[config.mk]
export PLATFORM = sky130hd
export DESIGN_NAME = memArbiter
export DESIGN_NICKNAME = d
export VERILOG_FILES = /design/src/mipsPkg.sv /design/src/memArbiter.sv
export SDC_FILE = /design/constraint.sdc
export NUM_CORES = 1
export LEC_CHECK = 0
export ABC_AREA = 1
export BUFFER_PORTS_ARGS = -buffer_cell sky130_fd_sc_hd__buf_2
export CORE_UTILIZATION = 25
export CTS_CLUSTER_SIZE = 20
export DETAILED_ROUTE_END_ITERATION = 7
export GPL_TIMING_DRIVEN = 1
export PLACE_DENSITY_LB_ADDON = 0.2
export SYNTH_ARGS = -nofsm -noshare
export SYNTH_HDL_FRONTEND = slang
export SYNTH_SLANG_ARGS = --single-unit
[constraint.sdc]
create_clock -name Clk -period 2.3 [get_ports Clk]
set_clock_uncertainty 0.2 [all_clocks]
set_input_delay 0.23 -clock Clk [delete_from_list [all_inputs] [get_ports Clk]]
set_output_delay 0.23 -clock Clk [all_outputs]
set_load 0.01 [all_outputs]
[src/mipsPkg.sv]
package mipsPkg;

    //////////////////////////////////////////////////
    // Sizes
    //////////////////////////////////////////////////
    localparam int dataWidth    = 32;
    localparam int addrWidth    = 8;
    localparam int memDepth     = 256;
    localparam int regAddrWidth = 5;

    // R-type funct field values
    localparam logic [5:0] FUNCT_ADD = 6'h20;
    localparam logic [5:0] FUNCT_SUB = 6'h22;
    localparam logic [5:0] FUNCT_AND = 6'h24;
    localparam logic [5:0] FUNCT_OR  = 6'h25;
    localparam logic [5:0] FUNCT_XOR = 6'h26;
    localparam logic [5:0] FUNCT_SLT = 6'h2A;

    //////////////////////////////////////////////////
    // Encodings
    //////////////////////////////////////////////////
    typedef enum logic [5:0] {
        OP_RTYPE = 6'h00,
        OP_J     = 6'h02,
        OP_BEQ   = 6'h04,
        OP_ANDI  = 6'h0C,
        OP_ORI   = 6'h0D,
        OP_XORI  = 6'h0E,
        OP_LUI   = 6'h0F,
        OP_LW    = 6'h23,
        OP_SW    = 6'h2B,
        OP_HALT  = 6'h3F
    } opcode_t;

    typedef enum logic [3:0] {
        FETCH, DECODE, MEMADDR, MEMREAD, MEMWRITEBACK, MEMWRITE, RTYPEEXEC,
        RTYPEWRITEBACK, BRANCH, JUMP, IMMEXEC, IMMWRITEBACK, HALT
    } ctrlState_t;

    typedef enum logic [1:0] {ALUOP_ADD, ALUOP_SUB, ALUOP_FUNCT, ALUOP_IMM} aluOp_t;

    typedef enum logic [2:0] {ADD, SUB, AND, OR, XOR, SLT, LUI} aluFunc_t;

endpackage

[src/memArbiter.sv]
`timescale 1ns/1ps

module memArbiter
(
    input  logic                             Clk,
    input  logic                             reset,
    input  logic                             hostReq,
    input  logic                             hostWrite,
    input  logic [mipsPkg::addrWidth-1:0]    hostAddr,
    input  logic [mipsPkg::dataWidth-1:0]    hostWdata,
    input  logic                             coreReq,
    input  logic                             coreWrite,
    input  logic [mipsPkg::addrWidth-1:0]    coreAddr,
    input  logic [mipsPkg::dataWidth-1:0]    coreWdata,
    input  logic [mipsPkg::dataWidth-1:0]    memRdata,
    output logic                             hostGrant,
    output logic                             coreGrant,
    output logic [mipsPkg::dataWidth-1:0]    hostRdata,
    output logic [mipsPkg::dataWidth-1:0]    coreRdata,
    output logic                             memEn,
    output logic                             memWe,
    output logic [mipsPkg::addrWidth-1:0]    memAddr,
    output logic [mipsPkg::dataWidth-1:0]    memWdata
);
    import mipsPkg::*;

    logic                 hostReadOwner, coreReadOwner;
    logic [dataWidth-1:0] hostHeld, coreHeld;

    // Host always wins
    assign hostGrant = hostReq;
    assign coreGrant = coreReq & ~hostReq;

    assign memEn    = hostGrant | coreGrant;
    assign memWe    = hostGrant ? hostWrite : (coreGrant & coreWrite);
    assign memAddr  = hostGrant ? hostAddr : coreAddr;
    assign memWdata = hostGrant ? hostWdata : coreWdata;

    //////////////////////////////////////////////////
    // Read return routing
    //////////////////////////////////////////////////
    always_ff @(posedge Clk)
    begin
        if (reset)
        begin
            hostReadOwner <= 1'b0;
            coreReadOwner <= 1'b0;
        end
        else
        begin
            hostReadOwner <= hostGrant & ~hostWrite;
            coreReadOwner <= coreGrant & ~coreWrite;
        end
    end

    assign hostRdata = hostReadOwner ? memRdata : hostHeld;
    assign coreRdata = coreReadOwner ? memRdata : coreHeld;

    always_ff @(posedge Clk)
    begin
        hostHeld <= hostRdata;
        coreHeld <= coreRdata;
    end

endmodule

==> run summary <==
outcome: complete, no violations
internal power: 2690 µW
Ys Warns: 0
CP Capture Type: output port
VDD IR max: 0.000656 V
I/O Buffers: 225
Routed Antenna Nets: 0
Tmin final: 1.83 ns
Total Routing Usage GR: 0.143
Clock Pin Slew Worst Setup and Hold Paths: 0.05 ns
Core ar.: 11400 µm²
first-pass GRT wire length: 13.2 mm
final worst slack: 0.475 ns
pre-CTS setup slack: 0.671 ns
NetSw: 1080 µW
area leader, netlist: dfxtp_1
clock buffer depth: 2
pwr dens: 802 nW/µm²
PostCTS Resize Cnt: 0
worst hold-check path type: reg2reg
io pins: 226
# rows: 39
post-synthesis cell count: 414
aggregate global routing overflow: 0
Iter 0 DRT Violations: 130
fin crit share: 0.794
clock group share of total power: 0.372
antenna violations before repair: 0
Total Power: 3770 µW
Final #Nets: 783
worst rel slew slack: 0.712
Ant. Diodes: 0
Root Buffer: clkbuf_16
syn_nets: 532
vias in the first global route: 2948
TritonRoute pass-1 iters: 4
final hold vios: 0
DRC: 0
Util after Layout: 0.412
largest net degree at the start of global routing: 65
count of state elements after synthesis: 66
top cells by count, synth: nand2_1 (188), inv_1 (67), dfxtp_1 (66)
Worst-Skew Late Latency: 0.32 ns
f_max: 0.548 GHz
final setup vio count: 0
TritonCTS Buffers: 9
synth unique cells: 13
worst endpoint required time: 1.87 ns
number of synthesized flops with an enable pin: 0
Worst-Margin Slew: 0.432 ns
DP Cell Count: 761
drt wl/cell: 11.2 µm
HPWL after DPL: 6.92 mm
setup TNS: 0 ns
kind of critical path: reg2out
H-tree depth: 3
final std cells w/o fill: 813
Num Clock Sinks: 66
GPL Wtd Cong: 0.853
sequential fraction of design power: 0.377
R2R depth: 2
sequential fraction of the synthesis area: 0.453
sw frac: 0.287
CTS tree: done
Top FF cell, synth: dfxtp_1
share of the synthesized area in the top cell type: 0.453
count leader, synth: nand2_1
chip height: 110 µm
Vias: 3303
Lkg Pwr: 0.00262 µW
ys async rst share: 0
syn_area_per_cell: 7.05 µm²
filler instances: 1201
synth top area cells: dfxtp_1 (45%), nand2_1 (24%), inv_1 (8.6%), o21ai_1 (7.9%), buf_6 (6.9%)
Routed WL: 9.08 mm
Post-Syn Area: 2920 µm²
P&R area growth vs syn: 61.1%
Hold Path Depth: 2
max-cap check violation count: 0
combinational power share: 0.251
Starting Density: 0.256
RSZ-0062 raised after global routing: false
via/cell ratio: 4.06
Critical Path Fanout Max: 56
R2R Setup Slk: 1.10 ns
Worst setup SP type: flop
max-slew violations: 0
die area: 12100 µm²
share of layout cells above drive strength 1: 0.387
Worst EP arrival: 1.40 ns
Die Span X: 110 µm
## metal layers
metal / GRT usage / share of wire / vias to the layer above
li1: - / - / 1738
met1: 0.136 / 0.38 / 1399
met2: 0.269 / 0.51 / 143
met3: 0.0447 / 0.077 / 23
met4: 0.0857 / 0.033 / 0
met5: 0 / 0 / -
## flip-flops by register name, summed over array words and instances (netlist names)
name	cells
coreReadOwner	1
hostHeld	32
coreHeld	32
hostReadOwner	1
## through the flow
stage	cell area [µm²]	hold WS [ns]
global placement	4030	0.207
global route	4700	0.259
CTS	4700	0.247
floorplan	2920	0.0990
finish	4700	0.242
detailed placement	4030	0.212
## path summary, 6_finish.rpt
kind                      start       endpoint
setup / recovery  hostReadOwner  hostRdata[12]
hold / removal     coreHeld[21]   coreHeld[21]
hold reg to reg    coreHeld[21]   coreHeld[21]
setup reg to reg  hostReadOwner   hostHeld[31]
## worst max-delay path, stage by stage, from the launching register on
cell	delay [ns]
dfxtp_2	0.43
buf_12	0.25
nand2_1	0.09
o21ai_1	0.11
buf_2	0.16
## timing repair
action | in CTS | in global routing
endpoints found under the hold margin | 64 | 0
hold buffers | 36 | 0
setup buffers | 0 | 0
## power groups by stage
stage                     Clock (µW)  Combinational, µW  Sequential (µW)
final                           1400                946             1420
after global routing            1490               1070             1440
after CTS                       1450                962             1420
after detailed placement           0                913             1440
after global placement             0                903             1440
after floorplan                    0                499             1430
## final cells by class
class	count	area [µm²]	area share
flip-flops and latches	66	1320	0.282
well taps	143	179	0.0381
clock buffers	11	253	0.0538
clock inverters	5	61.3	0.0130
multi-input cells	256	1090	0.232
repair buffers	264	1530	0.326
inverters	68	260	0.0554
## cell families after synthesis
logic type,share of synthesized area
flops,0.453
simple gates,0.250
compound gates,0.123
buf+inv,0.174
## placed cells by master, fill, tap and decap left out
cell | synthesis | final
o21ai_1 | 46 | 46
buf_4 | 6 | 1
inv_6 | 1 | 2
buf_2 | 0 | 225
or2_2 | 1 | 1
o21ai_0 | 8 | 8
clkbuf_8 | 0 | 2
nor3_2 | 1 | 1
bufinv_16 | 0 | 1
o21ai_2 | 10 | 10
dfxtp_2 | 0 | 2
dfxtp_1 | 66 | 64
nand3_1 | 1 | 1
clkbuf_16 | 0 | 9
dlygate4sd3_1 | 0 | 36
inv_1 | 67 | 67
buf_12 | 0 | 2
nand2_1 | 188 | 188
nor2_1 | 1 | 1
clkinvlp_4 | 0 | 3
Power figures use the tool's default switching activity.
